--- src/logic/isaPkg.sv ---
package isaPkg;

  // 5-bit opcode, top of every instruction word
  typedef enum logic [4:0] {
    OP_ADD  = 5'd0,
    OP_SUB  = 5'd1,
    OP_AND  = 5'd2,
    OP_OR   = 5'd3,
    OP_SHL  = 5'd4,
    OP_SHR  = 5'd5,
    OP_MUL  = 5'd6,
    OP_DIV  = 5'd7,
    OP_ADDI = 5'd8,
    OP_ANDI = 5'd9,
    OP_ORI  = 5'd10,
    OP_MFHI = 5'd11,
    OP_MFLO = 5'd12,
    OP_IN   = 5'd13,
    OP_OUT  = 5'd14
  } opcodeE;

  localparam int CONST_WIDTH = 19;

  // alu ops write rc from ra, rb
  // mfhi, mflo and in write rc, out sends ra to the output port
  typedef struct packed {
    opcodeE      opcode;
    logic [3:0]  rc;
    logic [3:0]  ra;
    logic [3:0]  rb;
    logic [14:0] unused;
  } rFormatT;

  // ra gets rb combined with the sign-extended constant
  typedef struct packed {
    opcodeE                   opcode;
    logic [3:0]               ra;
    logic [3:0]               rb;
    logic [CONST_WIDTH-1:0]   constant;
  } iFormatT;

  typedef union packed {
    rFormatT r;
    iFormatT i;
  } instrU;

  function automatic logic isIFormat(input opcodeE op);
    return op inside {OP_ADDI, OP_ANDI, OP_ORI};
  endfunction

endpackage

--- src/logic/datapathPkg.sv ---
package datapathPkg;

  // register n drives the bus under code n
  typedef enum logic [4:0] {
    SRC_REG0   = 5'd0,
    SRC_HI     = 5'd16,
    SRC_LO     = 5'd17,
    SRC_ZHIGH  = 5'd18,
    SRC_ZLOW   = 5'd19,
    SRC_INPORT = 5'd20,
    SRC_CONST  = 5'd21
  } busSrcE;

  typedef struct packed {
    logic [15:0]    regIn;
    logic           hiIn;
    logic           loIn;
    logic           yIn;
    logic           zIn;
    logic           outPortIn;
    logic           rdInPort;
    logic           baseZero;   // R0 reads as zero
    busSrcE         srcSel;
    isaPkg::opcodeE aluOp;
    logic [31:0]    constVal;   // already sign extended
  } controlWordT;

  typedef struct packed {
    logic        psel;
    logic        penable;
    logic        pwrite;
    logic [3:0]  paddr;
    logic [31:0] pwdata;
  } apbReqT;

  typedef struct packed {
    logic        pready;
    logic [31:0] prdata;
    logic        pslverr;
  } apbRspT;

  localparam logic [3:0] ADDR_INSTR   = 4'h0;
  localparam logic [3:0] ADDR_INPORT  = 4'h4;
  localparam logic [3:0] ADDR_OUTPORT = 4'h8;
  localparam logic [3:0] ADDR_STATUS  = 4'hC;

endpackage

--- src/logic/controlSequencer.sv ---
`timescale 1ns/1ps

module controlSequencer (
  input  logic                     clock,
  input  logic                     rstN,
  input  logic                     instrValid,
  input  isaPkg::instrU            instr,
  input  logic [2:0]               stepNum,
  output datapathPkg::controlWordT ctrl,
  output logic                     stepClear,
  output logic                     retire,
  output logic                     busy
);

  typedef enum logic {
    IDLE,
    EXEC
  } stateE;

  stateE          state;
  isaPkg::opcodeE op;
  logic           iForm;
  logic           mulDiv;
  logic [2:0]     lastStep;
  logic           onLastStep;

  function automatic datapathPkg::busSrcE regSrc(input logic [3:0] idx);
    return datapathPkg::busSrcE'({1'b0, idx});
  endfunction

  function automatic logic [15:0] regSel(input logic [3:0] idx);
    return 16'd1 << idx;
  endfunction

  assign op     = instr.r.opcode;  // same bits in both views
  assign iForm  = isaPkg::isIFormat(op);
  assign mulDiv = op inside {isaPkg::OP_MUL, isaPkg::OP_DIV};

  always_comb begin
    case (op)
      isaPkg::OP_MFHI, isaPkg::OP_MFLO, isaPkg::OP_IN, isaPkg::OP_OUT: lastStep = 3'd0;
      isaPkg::OP_MUL, isaPkg::OP_DIV:                                  lastStep = 3'd3;
      default:                                                         lastStep = 3'd2;
    endcase
  end

  // T0 runs in the instrValid cycle itself
  assign busy       = instrValid | (state == EXEC);
  assign onLastStep = busy && (stepNum == lastStep);
  assign stepClear  = !busy | onLastStep;
  assign retire     = onLastStep;

  always_ff @(posedge clock or negedge rstN) begin
    if (!rstN) begin
      state <= IDLE;
    end else if (onLastStep) begin
      state <= IDLE;
    end else if (instrValid) begin
      state <= EXEC;
    end
  end

  always_comb begin
    ctrl          = '0;
    ctrl.srcSel   = datapathPkg::SRC_REG0;
    ctrl.aluOp    = op;
    ctrl.constVal = {{(32 - isaPkg::CONST_WIDTH){instr.i.constant[isaPkg::CONST_WIDTH-1]}},
                     instr.i.constant};
    ctrl.rdInPort = !busy;  // in reads the word present at issue
    if (busy) begin
      case (op)
        isaPkg::OP_MFHI, isaPkg::OP_MFLO, isaPkg::OP_IN: begin
          ctrl.regIn = regSel(instr.r.rc);
          if (op == isaPkg::OP_MFHI) begin
            ctrl.srcSel = datapathPkg::SRC_HI;
          end else if (op == isaPkg::OP_MFLO) begin
            ctrl.srcSel = datapathPkg::SRC_LO;
          end else begin
            ctrl.srcSel = datapathPkg::SRC_INPORT;
          end
        end
        isaPkg::OP_OUT: begin
          ctrl.srcSel    = regSrc(instr.r.ra);
          ctrl.outPortIn = 1'b1;
        end
        default: begin
          case (stepNum)
            3'd0: begin
              ctrl.yIn    = 1'b1;
              ctrl.srcSel = regSrc(instr.r.ra);  // the I-format base rb shares these bits
              if (iForm) begin
                ctrl.baseZero = (instr.i.rb == 4'd0);
              end
            end
            3'd1: begin
              ctrl.zIn    = 1'b1;
              ctrl.srcSel = iForm ? datapathPkg::SRC_CONST : regSrc(instr.r.rb);
            end
            3'd2: begin
              ctrl.srcSel = datapathPkg::SRC_ZLOW;
              if (mulDiv) begin
                ctrl.loIn = 1'b1;
              end else begin
                ctrl.regIn = regSel(instr.r.rc);  // also the I-format ra
              end
            end
            default: begin
              ctrl.srcSel = datapathPkg::SRC_ZHIGH;  // mul/div only
              ctrl.hiIn   = 1'b1;
            end
          endcase
        end
      endcase
    end
  end

endmodule

--- config.mk ---
export PLATFORM = sky130hd
export DESIGN_NAME = controlSequencer
export DESIGN_NICKNAME = d
export VERILOG_FILES = /design/src/logic/isaPkg.sv /design/src/logic/datapathPkg.sv /design/src/logic/controlSequencer.sv
export SDC_FILE = /design/constraint.sdc
export NUM_CORES = 1
export LEC_CHECK = 0
export ABC_CLOCK_PERIOD_IN_PS = 1600
export BUFFER_PORTS_ARGS = -buffer_cell sky130_fd_sc_hd__buf_2
export CORE_MARGIN = 3
export CORE_UTILIZATION = 34
export CTS_CLUSTER_DIAMETER = 150
export DETAILED_ROUTE_END_ITERATION = 10
export HOLD_SLACK_MARGIN = 0.05
export PLACE_DENSITY = 0.86
export SYNTH_ARGS = -nofsm -noshare
export SYNTH_HDL_FRONTEND = slang
export SYNTH_SLANG_ARGS = --single-unit
export TNS_END_PERCENT = 10
--- constraint.sdc ---
create_clock -name clock -period 1.6 [get_ports clock]
set_clock_uncertainty 0.2 [all_clocks]
set_input_delay 0.16 -clock clock [delete_from_list [all_inputs] [get_ports clock]]
set_output_delay 0.16 -clock clock [all_outputs]
set_load 0.02 [all_outputs]
Word level (Yosys, flattened, before mapping)
Index checks and enable logic that the tools add are counted.
{ "classes": {"n_bitwise": 2, "eq_ne": 12, "n_shift": 1, "n_reduce_logical": 11, "muxes": 23} }
{ "op_table": {"columns": ["operator", "count"], "rows": [
  ["5-bit by 4-bit == test with 1-bit output (second input constant)", 7],
  ["16-bit two-way mux", 2],
  ["16-bit one-hot mux with 2 select lines", 1],
  ["21-bit two-way mux", 1],
  ["1-bit by 4-bit << shifter with 16-bit output (first input constant)", 1],
  ["5-bit one-hot mux with 3 select lines", 1],
  ["1-bit two-way mux", 11],
  ["5-bit by 3-bit == test with 1-bit output (second input constant)", 2],
  ["5-bit one-hot mux with 2 select lines", 1],
  ["3-bit two-way mux", 2],
  ["6-bit two-way mux", 1],
  ["3-bit OR reduction", 2],
  ["5-bit two-way mux", 1],
  ["4-bit logical NOT", 1],
  ["4-bit two-way mux", 1],
  ["2-bit one-hot mux with 2 select lines", 1],
  ["2-bit nonzero test", 2],
  ["4-bit OR reduction", 1],
  ["3-bit by 1-bit == test with 1-bit output (second input constant)", 1],
  ["3-bit by 2-bit == test with 1-bit output (second input constant)", 1],
  ["3-bit == test", 1],
  ["3-bit logical NOT", 1],
  ["3-bit nonzero test", 1],
  ["1-bit bitwise OR", 2],
  ["other kinds (3)", 3]
]} }
{ "totals": {"regBits": 1, "in_bits": 38, "out_inout_bits": 68, "word_cells": 50} }

Depth between registers and ports, before layout
Gate-level depths: netlist of the first run.
{ "depth": {"depth_word": 6, "ltp_mapped": 5, "depth_no_buf": 4} }

Least setup slack after synthesis of the first run
Ideal clock, no wire load.
{ "synth_path": {"path_kind": "flip-flop to output port", "start": "register state", "end": "output port ctrl[42] (netlist name)", "required_ns": 1.240, "arrival_time_ns": 1.890, "setup_slack_ns": -0.650, "stages_incl_launch_ff": 6, "n_path_buf": 1, "cell_sequence": "dfrtp_1 > or2_2 > buf_4 > clkinv_1 > or2_1 > nor4_1"} }
{ "synth_rtl": {"columns": ["item", "line_no", "rtl"], "rows": [
  ["start, declared", "controlSequencer.sv:20", "stateE state;"],
  ["start signal, assigned", "controlSequencer.sv:55", "state <= IDLE;"],
  ["start signal, assigned", "controlSequencer.sv:57", "state <= IDLE;"],
  ["start signal, assigned", "controlSequencer.sv:59", "state <= EXEC;"],
  ["end, declared", "controlSequencer.sv:9", "output datapathPkg::controlWordT ctrl,"]
]} }

==> results of run 1 <==
-- synth_stat cells (2+ instances only) --
cell type,instances,area share [%]
a21oi_1,6,3.3
nor2b_1,5,3.4
nand2_1,3,1.2
and2_1,2,1.4
or2_2,2,1.4
xnor2_1,2,1.9
nand2b_1,3,2.1
nor3_1,5,2.8
a211oi_1,2,1.7
buf_6,2,2.5
or3b_1,3,2.9
nor2_1,15,6.2
nand3b_1,3,2.5
buf_4,39,32
o21ai_0,3,1.7
nor4_2,3,4.1
nor4_1,2,1.4
-- routing by layer --
metal  share of wire, %  vias to the layer above
met2                 48                       73
met5                  0                        -
met4                1.7                        0
met1                 40                      527
li1                   -                      558
met3                 10                       12
-- final timing paths --
kind,to,slack (ns),depth (start not counted)
min in group asynchronous,state$_DFFE_PN0P_,0.27,2
worst max register to register,state$_DFFE_PN0P_,0.45,3
worst min register to register,state$_DFFE_PN0P_,0.51,3
worst min-delay path,ctrl[5],0.12,0
worst max-delay path,ctrl[49],-0.16,8
max in group asynchronous,state$_DFFE_PN0P_,0.84,2
-- repair_timing --
item                                    in CTS  in global routing
pin swaps                                   21                  8
cloned                                       0                  0
endpoints found under the setup margin      27                 28
resized for setup                           54                 21
setup buffers                                4                  4
hold endpoints to repair                     1                  0
hold buffers                                 1                  0
-- power breakdown --
| part | switching [uW] | internal, uW | total, uW | leakage [uW] |
|---|---|---|---|---|
| combinational | 257 | 226 | 482 | 0.000776 |
| sequential | 0.612 | 28.4 | 29.0 | 0.0000102 |
| clock | 0 | 0 | 0 | 0 |
-- cell families (layout without fill, tap and decap cells) --
logic type	count (synthesis)	in the layout	synth area share, %
XOR/XNOR	3	3	2.90
flip-flops	1	1	2.76
multiplexers	2	2	2.34
buffers and inverters	43	117	35.7
AND/OR/NAND/NOR	56	56	38.9
AO/OA/AOI/OAI	22	22	17.4
-- worst max-delay path: stages --
cell	delay, ns
buf_8	0.10
nand3b_1	0.23
a21oi_4	0.21
buf_6	0.12
buf_4	0.13
nor2_4	0.07
nor4b_4	0.20
buf_4	0.17
-- layout make-up --
cell class / instances / area (um2) / area share (%)
Tap cell: 30 / 37.5 / 2.27
Sequential cell: 1 / 25.0 / 1.51
Multi-Input combinational cell: 83 / 756 / 45.6
Timing Repair Buffer: 116 / 833 / 50.3
Inverter: 1 / 5.00 / 0.302
-- through the flow --
| stage | util (%) | total power [uW] | hold slack (ns) |
|---|---|---|---|
| 3_3_place_gp | 53.6 | 419 | -0.265 |
| 5_1_grt | 66.3 | 543 | 0.120 |
| 3_5_place_dp | 53.6 | 425 | -0.265 |
| 2_1_floorplan | - | 343 | -0.336 |
| 4_1_cts | 62.1 | 482 | 0.120 |
| 6_report | 66.3 | 511 | 0.120 |
==> results by group, run 1 <==
Finish
  • Nets: 241
  • Layout cells sized above 1: 78.1%
  • Reg with most FFs: state
  • Finished Cell Area: 1660 um2
  • Area Growth Syn to Fin: 82.6%
  • Most common cell after layout, fill and taps aside: buf_4
  • Finished Layout Cells: 231
  • Most frequent cells in the layout: buf_4, buf_2, buf_6
  • Fillers: 194
  • Largest regs: state x1
  • Largest register FFs: 1
  • Antenna diodes: 0

Critical path
  • Worst r2r src: state$_DFFE_PN0P_
  • Worst setup SP type: input pin
  • Crit path max fanout: 5
  • Worst Path Required: 1.24 ns
  • Setup crit end kind: output pin
  • Worst EP arrival: 1.40 ns
  • Crit path from: instr[29]
  • Critical path type: in -> out

Routing
  • WL/cell: 15.0 um
  • First drt pass iteration count: 4
  • DR iter-0 viols: 38
  • Detailed-route vias per instance: 5.06
  • Routed Antenna Nets: 0
  • Final wirelength: 3460 um
  • Drt drc: 0
  • Vias: 1170

Synthesis
  • Post-Syn Area: 907 um2
  • Syn avg cell area: 7.14 um2
  • Synthesis Warnings: 0
  • Register area share after synthesis: 2.76%
  • EDFF count, synth: 0
  • Cells after synthesis: 127
  • Ys flop type: dfrtp_1
  • Syn nets: 165
  • Seq cells post-synth: 1
  • Count of different cell masters after synthesis: 44
  • Ys async rst share: 100%

Hold path
  • Min-delay src: instr[5]
  • HP Class: in -> out

Timing
  • Crit share post-route: 110%
  • Rel. slew slack: 72.4%
  • Least-Margin Pin Slew: 0.412 ns
  • Slew Limit Fails: 0
  • TNS Setup: -1.99 ns
  • RSZ-0062 raised after global routing: true
  • Final setup fails: 26
  • Fin crit period: 1.76 ns
  • Final hold vios: 0
  • Final WS setup: -0.155 ns
  • FMAX: 0.570 GHz

GRT
  • Initial antenna violation count: 0
  • Grt met3 use: 2.00%
  • Vias in the first global route: 1110
  • Global-route wire length before repair: 5100 um
  • Gr busiest metal: met2
  • Gr usage total: 18.6%
  • Largest net degree at the start of global routing: 16
  • Routing usage on met1: 23.6%
  • Gr ovfl total: 0
  • Met2 usage: 33.5%

Power and ir drop
  • Pwr Density: 309 nW/um2
  • Peak VDD IR: 0.000244 V
  • LEAKAGE: 0.000786 uW

Placed design
  • Buffers on Ports: 75
  • Placed cell count: 222
  • Placer Congestion: 0.849
  • Placed wire-length estimate: 2580 um
  • Area after DPL: 1340 um2
  • DP Worst Slack: -0.250 ns

Die
  • Die area: 3320 um2
  • I/O pin cnt: 106
  • FP Rows: 18
  • Die width: 57.7 um
  • Initial Utilization: 36.3%
  • Die height: 57.7 um
  • Core box area: 2500 um2

Status
  • Status: complete, but fails checks
  • Failing checks: setup timing

Clock network
  • Clock latency on the worst-skew pair: 0 ns

Job
  • Maxcap violations: 0
Note: power is estimated with default switching activity, not from simulation.
==> inputs of run 2 (changes only) <==
--- a/config.mk
+++ b/config.mk
@@ -5,14 +5,15 @@
 export SDC_FILE = /design/constraint.sdc
 export NUM_CORES = 1
 export LEC_CHECK = 0
+export ABC_AREA = 1
 export ABC_CLOCK_PERIOD_IN_PS = 1600
 export BUFFER_PORTS_ARGS = -buffer_cell sky130_fd_sc_hd__buf_2
 export CORE_MARGIN = 3
-export CORE_UTILIZATION = 34
+export CORE_UTILIZATION = 30
 export CTS_CLUSTER_DIAMETER = 150
 export DETAILED_ROUTE_END_ITERATION = 10
 export HOLD_SLACK_MARGIN = 0.05
-export PLACE_DENSITY = 0.86
+export PLACE_DENSITY = 0.77
 export SYNTH_ARGS = -nofsm -noshare
 export SYNTH_HDL_FRONTEND = slang
 export SYNTH_SLANG_ARGS = --single-unit
==> run 2 against run 1 <==
The flow still finishes with violations (setup timing). Synthesized cell count is 35% higher. Sequential share of layout area is 0.17 points higher. Worst hold slack stayed put. Design area is 10% lower. Die area is 13% higher. Global-route usage is 5.3 points lower. Routed wire length is 10% lower. Cell count is 9.1% higher. Highest routed layer unchanged.
==> results by group, run 2 <==
Finish
  • Reg with most FFs: state
  • Area Growth Syn to Fin: 62.2%
  • Most common cell after layout, fill and taps aside: buf_2
  • Antenna diodes: 0 (unchanged)
  • Largest register FFs: 1 (unchanged)
  • Nets: 261 (+8.3%)
  • Most frequent cells in the layout: buf_2, buf_4, nor2_1
  • Layout cells sized above 1: 65.2% (-13 points)
  • Finished Layout Cells: 252 (+9.1%)
  • Fillers: 267 (+38%)
  • Largest regs: state x1

Placed design
  • Placer Congestion: 0.806 (-5.1%)
  • Placed cell count: 249 (+12%)
  • Buffers on Ports: 75 (unchanged)
  • Placed wire-length estimate: 2220 um (-14%)
  • DP Worst Slack: -0.120 ns (+0.130 ns)

Critical path
  • Worst setup SP type: input pin
  • Setup crit end kind: output pin
  • Crit path max fanout: 8 (+3)
  • Critical path type: in -> out
  • Worst r2r src: state$_DFFE_PN0P_
  • R2R setup slack: 0.29 ns (-0.16 ns)
  • Worst Path Required: 1.24 ns (about the same)
  • Worst EP arrival: 1.34 ns (-0.06 ns)
  • Crit path from: instr[28]

Clock network
  • Clock latency on the worst-skew pair: 0 ns (unchanged)

Routing
  • Routed Antenna Nets: 0 (unchanged)
  • Top sig layer: met4
  • Drt drc: 0 (unchanged)
  • Routed length on met1: 1230 um (-12%)
  • WL/cell: 12.3 um (-18%)
  • Met2 Routed Length: 1590 um (-3.8%)
  • Final wirelength: 3100 um (-10%)
  • DR iter-0 viols: 50 (+32%)
  • First drt pass iteration count: 4 (unchanged)
  • Met3 WL post-DR: 276 um (-23%)
  • Detailed-route vias per instance: 4.67 (-7.7%)
  • Vias: 1178 (+0.68%)

Synthesis
  • Cells after synthesis: 171 (+35%)
  • Area leader, netlist: buf_4
  • Count of different cell masters after synthesis: 21 (-52%)
  • Ys flop type: dfrtp_1
  • Count leader, synth: nor2_1
  • Syn nets: 209 (+27%)
  • Syn avg cell area: 5.36 um2 (-25%)
  • EDFF count, synth: 0 (unchanged)
  • Seq cells post-synth: 1 (unchanged)
  • Post-synth top cells: nor2_1, buf_4, nand2_1
  • Post-Syn Area: 916 um2 (+0.97%)
  • Top post-synthesis cells by area: buf_4, nor2_1, nand2_1, inv_1, nand3_1
  • Top cell type's share of synthesized area: 30.3% (-1.9 points)
  • Synthesis Warnings: 0 (unchanged)
  • Ys async rst share: 100% (unchanged)
  • Register area share after synthesis: 2.73% (-0.026 points)

Power and ir drop
  • Peak VDD IR: 0.000168 V (-31%)
  • LEAKAGE: 0.000780 uW (-0.76%)
  • Pwr Density: 310 nW/um2 (+0.59%)

Die
  • Core box area: 2830 um2 (+13%)
  • Initial Utilization: 32.4% (-3.9 points)
  • I/O pin cnt: 106 (unchanged)
  • FP Rows: 19 (+1)
  • Die height: 61.3 um (+6.3%)
  • Die area: 3750 um2 (+13%)
  • Die width: 61.3 um (+6.3%)

Timing
  • Final hold vios: 0 (unchanged)
  • Slew Limit Fails: 0 (unchanged)
  • Final setup fails: 2 (-92%)
  • Final WS setup: -0.104 ns (+0.0509 ns)
  • RSZ-0062 raised after global routing: true
  • Rel. slew slack: 74.2% (+1.8 points)
  • Least-Margin Pin Slew: 0.385 ns (-0.0270 ns)
  • Fin crit period: 1.70 ns (-0.0509 ns)
  • FMAX: 0.587 GHz (+3.0%)
  • Crit share post-route: 107% (-3.2 points)

GRT
  • Global-route wire length before repair: 3980 um (-22%)
  • Gr ovfl total: 0 (unchanged)
  • Initial antenna violation count: 0 (unchanged)
  • Vias in the first global route: 917 (-17%)
  • Gr usage total: 13.2% (-5.3 points)
  • Largest net degree at the start of global routing: 16 (unchanged)

Status
  • Status: complete, but fails checks
  • Failing checks: setup timing

Job
  • Maxcap violations: 0 (unchanged)

Hold path
  • HP Class: in -> out
  • Min-delay src: instr[0]
==> run 2: worst paths after layout <==
kind                                      to  cells after the start
setup reg to reg           state$_DFFE_PN0P_                      5
hold / removal                       ctrl[0]                      0
max in group asynchronous  state$_DFFE_PN0P_                      2
hold reg to reg            state$_DFFE_PN0P_                      5
min in group asynchronous  state$_DFFE_PN0P_                      2
setup / recovery                    ctrl[62]                      9
==> run 2: layer usage <==
layer	vias up	GRT usage, %
met2	60	22.7
li1	595	-
met3	4	2.73
met5	-	0
met4	0	1.86
met1	519	17.5
==> run 2: cell families (layout without fill, tap and decap cells) <==
kind of cell	after synthesis	count (layout)	synth area share (%)
AOI/OAI and AO/OA	10	10	5.87
buffers and inverters	63	113	41.3
DFF	1	1	2.73
and+or+nand+nor	97	97	50.1
==> run 2: cell type report <==
type / instances / area (um2) / share of cell area (%)
multi-input combinational: 107 / 733 / 49.4
timing repair buffer: 88 / 572 / 38.5
inverter: 25 / 116 / 7.83
tap: 31 / 38.8 / 2.61
sequential: 1 / 25.0 / 1.68
==> run 2: timing repair <==
item	4_1_cts	5_1_grt
hold buffers	1	0
hold endpoints to repair	1	0
endpoints found under the setup margin	27	28
gates resized for setup	22	81
buffers inserted	0	2
pin swaps	6	20
==> run 2: critical path, cell delays in order <==
cell     delay (ns)
buf_6          0.11
inv_4          0.05
nand3_4        0.09
nor2_4         0.17
nor2_4         0.07
nand3_4        0.19
nand3_2        0.12
nor2_1         0.19
buf_4          0.18
==> run 2: where the power goes <==
part | switching, uW | internal (uW)
clock | 0 | 0
combinational | 271 | 159
sequential | 1.98 | 28.4
==> run 2: stage by stage <==
step	area [um2]	hold slack, ns	util, %	setup TNS, ns	total power [uW]
6_report	1490	0.120	52.5	-0.182	461
3_5_place_dp	1130	-0.262	39.8	-2.01	366
3_3_place_gp	1130	-0.265	39.8	-1.60	363
5_1_grt	1490	0.120	52.5	-1.50	499
4_1_cts	1220	0.120	43.3	-0.0137	396
2_1_floorplan	921	-0.336	-	-0.0685	324
==> inputs of run 3 (changes only) <==
--- a/config.mk
+++ b/config.mk
@@ -9,12 +9,12 @@
 export ABC_CLOCK_PERIOD_IN_PS = 1600
 export BUFFER_PORTS_ARGS = -buffer_cell sky130_fd_sc_hd__buf_2
 export CORE_MARGIN = 3
-export CORE_UTILIZATION = 30
+export CORE_UTILIZATION = 34
 export CTS_CLUSTER_DIAMETER = 150
 export DETAILED_ROUTE_END_ITERATION = 10
 export HOLD_SLACK_MARGIN = 0.05
-export PLACE_DENSITY = 0.77
+export PLACE_DENSITY = 0.86
+export REMOVE_ABC_BUFFERS = 1
 export SYNTH_ARGS = -nofsm -noshare
 export SYNTH_HDL_FRONTEND = slang
 export SYNTH_SLANG_ARGS = --single-unit
-export TNS_END_PERCENT = 10
==> run 3 against run 2 <==
The run now ends clean. Die area is 11% lower. Flip-flop and latch count did not move. Largest power group unchanged. Cell count down 2.0%. Maximum frequency is 7.9% higher. Critical endpoint is now ctrl[41]. Worst setup slack better by 0.12 ns.
==> results by group, run 3 (synthesis results as in run 2) <==
Routing
  • Detailed-route vias per instance: 4.89 (+4.6%)
  • DR iter-0 viols: 30 (-40%)
  • WL/cell: 12.4 um (+1.3%)
  • Drt drc: 0 (unchanged)
  • Final wirelength: 3070 um (-0.71%)
  • Vias: 1208 (+2.5%)
  • Routed Antenna Nets: 0 (unchanged)
  • First drt pass iteration count: 4 (unchanged)

Status
  • Status: finished clean

Die
  • FP Rows: 18 (-1)
  • Initial Utilization: 36.3% (+3.9 points)
  • Core box area: 2520 um2 (-11%)
  • I/O pin cnt: 106 (unchanged)
  • Die area: 3350 um2 (-11%)
  • Die width: 57.9 um (-5.5%)
  • Die height: 57.9 um (-5.5%)

Critical path
  • Reg-to-Reg End: state$_DFFE_PN0P_
  • Critical path type: in -> out
  • Crit path to: ctrl[41]
  • Crit path from: stepNum[0]
  • Worst Path Required: 1.24 ns (about the same)
  • Setup crit end kind: output pin
  • Worst EP arrival: 1.22 ns (-0.12 ns)
  • R2R setup slack: 0.42 ns (+0.13 ns)
  • Reg2Reg Depth: 4 (-1)
  • Crit path max fanout: 6 (-2)
  • Worst r2r src: state$_DFFE_PN0P_
  • Worst setup SP type: input pin

Power and ir drop
  • Pwr Density: 304 nW/um2 (-2.1%)
  • LEAKAGE: 0.000751 uW (-3.6%)
  • Peak VDD IR: 0.000207 V (+23%)
  • Pwr Total: 432 uW (-6.2%)

GRT
  • Initial antenna violation count: 0 (unchanged)
  • Vias in the first global route: 1035 (+13%)
  • Gr usage total: 15.2% (+2.0 points)
  • Gr ovfl total: 0 (unchanged)
  • Largest net degree at the start of global routing: 15 (-1)
  • Global-route wire length before repair: 4280 um (+7.6%)

Job
  • Maxcap violations: 0 (unchanged)

Timing
  • Fin crit period: 1.58 ns (-0.124 ns)
  • Slew Limit Fails: 0 (unchanged)
  • Final hold vios: 0 (unchanged)
  • Rel. slew slack: 74.9% (+0.64 points)
  • Least-Margin Pin Slew: 0.377 ns (-0.00822 ns)
  • Crit share post-route: 98.8% (-7.8 points)
  • Final setup fails: 0 (-2)
  • RSZ-0062 raised after global routing: true
  • FMAX: 0.633 GHz (+7.9%)

Finish
  • Reg with most FFs: state
  • Layout cells sized above 1: 64.1% (-1.1 points)
  • Largest register FFs: 1 (unchanged)
  • Most common cell after layout, fill and taps aside: buf_2
  • Nets: 257 (-1.5%)
  • Largest regs: state x1
  • Most frequent cells in the layout: buf_2, buf_4, nor2_1
  • Antenna diodes: 0 (unchanged)
  • Utilization after layout: 56.4% (+3.9 points)
  • Area Growth Syn to Fin: 55.3%

Clock network
  • Clock latency on the worst-skew pair: 0 ns (unchanged)

Hold path
  • HP Class: in -> out

Placed design
  • Placer Congestion: 0.849 (+5.4%)
  • Buffers on Ports: 75 (unchanged)
  • Placed wire-length estimate: 2350 um (+5.9%)
## run 3: cell types whose count changed in the layout (fill, tap and decap cells not counted), moves of 2 or more
cell / delta
buf_2: +5
buf_4: -7
buf_6: -2
inv_1: +3
inv_2: -3
nand2_1: -2
nand2_2: +3
## run 3: power by group
part           internal (uW)  switching (uW)
combinational            143             260
sequential              28.4           0.972
clock                      0               0
## run 3: worst min path at each step
stage               slack [ns]  cells past startpoint  startpoint                 to
finish                    0.12                      0    instr[6]            ctrl[6]
detailed placement       -0.26                      1        rstN  state$_DFFE_PN0P_
global placement         -0.27                      1        rstN  state$_DFFE_PN0P_
CTS                       0.12                      0    instr[6]            ctrl[6]
floorplan                -0.34                      0        rstN  state$_DFFE_PN0P_
global route              0.12                      0   instr[13]           ctrl[13]
## run 3: layer usage
layer | vias up | part of all wire, % | global-route usage (%)
li1 | 591 | - | -
met1 | 525 | 35 | 17.0
met2 | 90 | 51 | 26.5
met3 | 2 | 14 | 6.68
met4 | 0 | 0.62 | 2.65
met5 | - | 0 | 4.76
## run 3: what timing repair did
item | in CTS | in global routing
gates resized for setup | 18 | 76
pin swaps | 2 | 8
endpoints found under the hold margin | 1 | 0
buffers inserted | 0 | 1
endpoints found under the setup margin | 28 | 29
hold buffers | 1 | 0
## run 3: final cells by class
class	count	area, um2
fillers	251	1100
repair buffers	84	522
flip-flops and latches	1	25.0
inverters	25	113
multi-input cells	107	726
well taps	30	37.5
## run 3: worst max-delay path, stage by stage
cell,delay (ns)
buf_2,0.12
inv_4,0.06
nor3_4,0.27
inv_1,0.11
nand2_2,0.09
nand2_1,0.07
a21oi_1,0.13
nor2_1,0.05
buf_2,0.15
## run 3: stage by stage
stage | setup slack [ns] | std cells | instance area (um2) | TNS [ns] | hold WS (ns)
after global placement | -0.0630 | 245 | 1100 | -0.900 | -0.266
after CTS | -0.0179 | 246 | 1170 | -0.0179 | 0.120
after detailed placement | -0.108 | 245 | 1100 | -1.73 | -0.264
final | 0.0200 | 247 | 1420 | 0 | 0.120
after global routing | -0.0537 | 247 | 1420 | -0.525 | 0.120
after floorplan | -0.0554 | 133 | 633 | -0.299 | -0.336
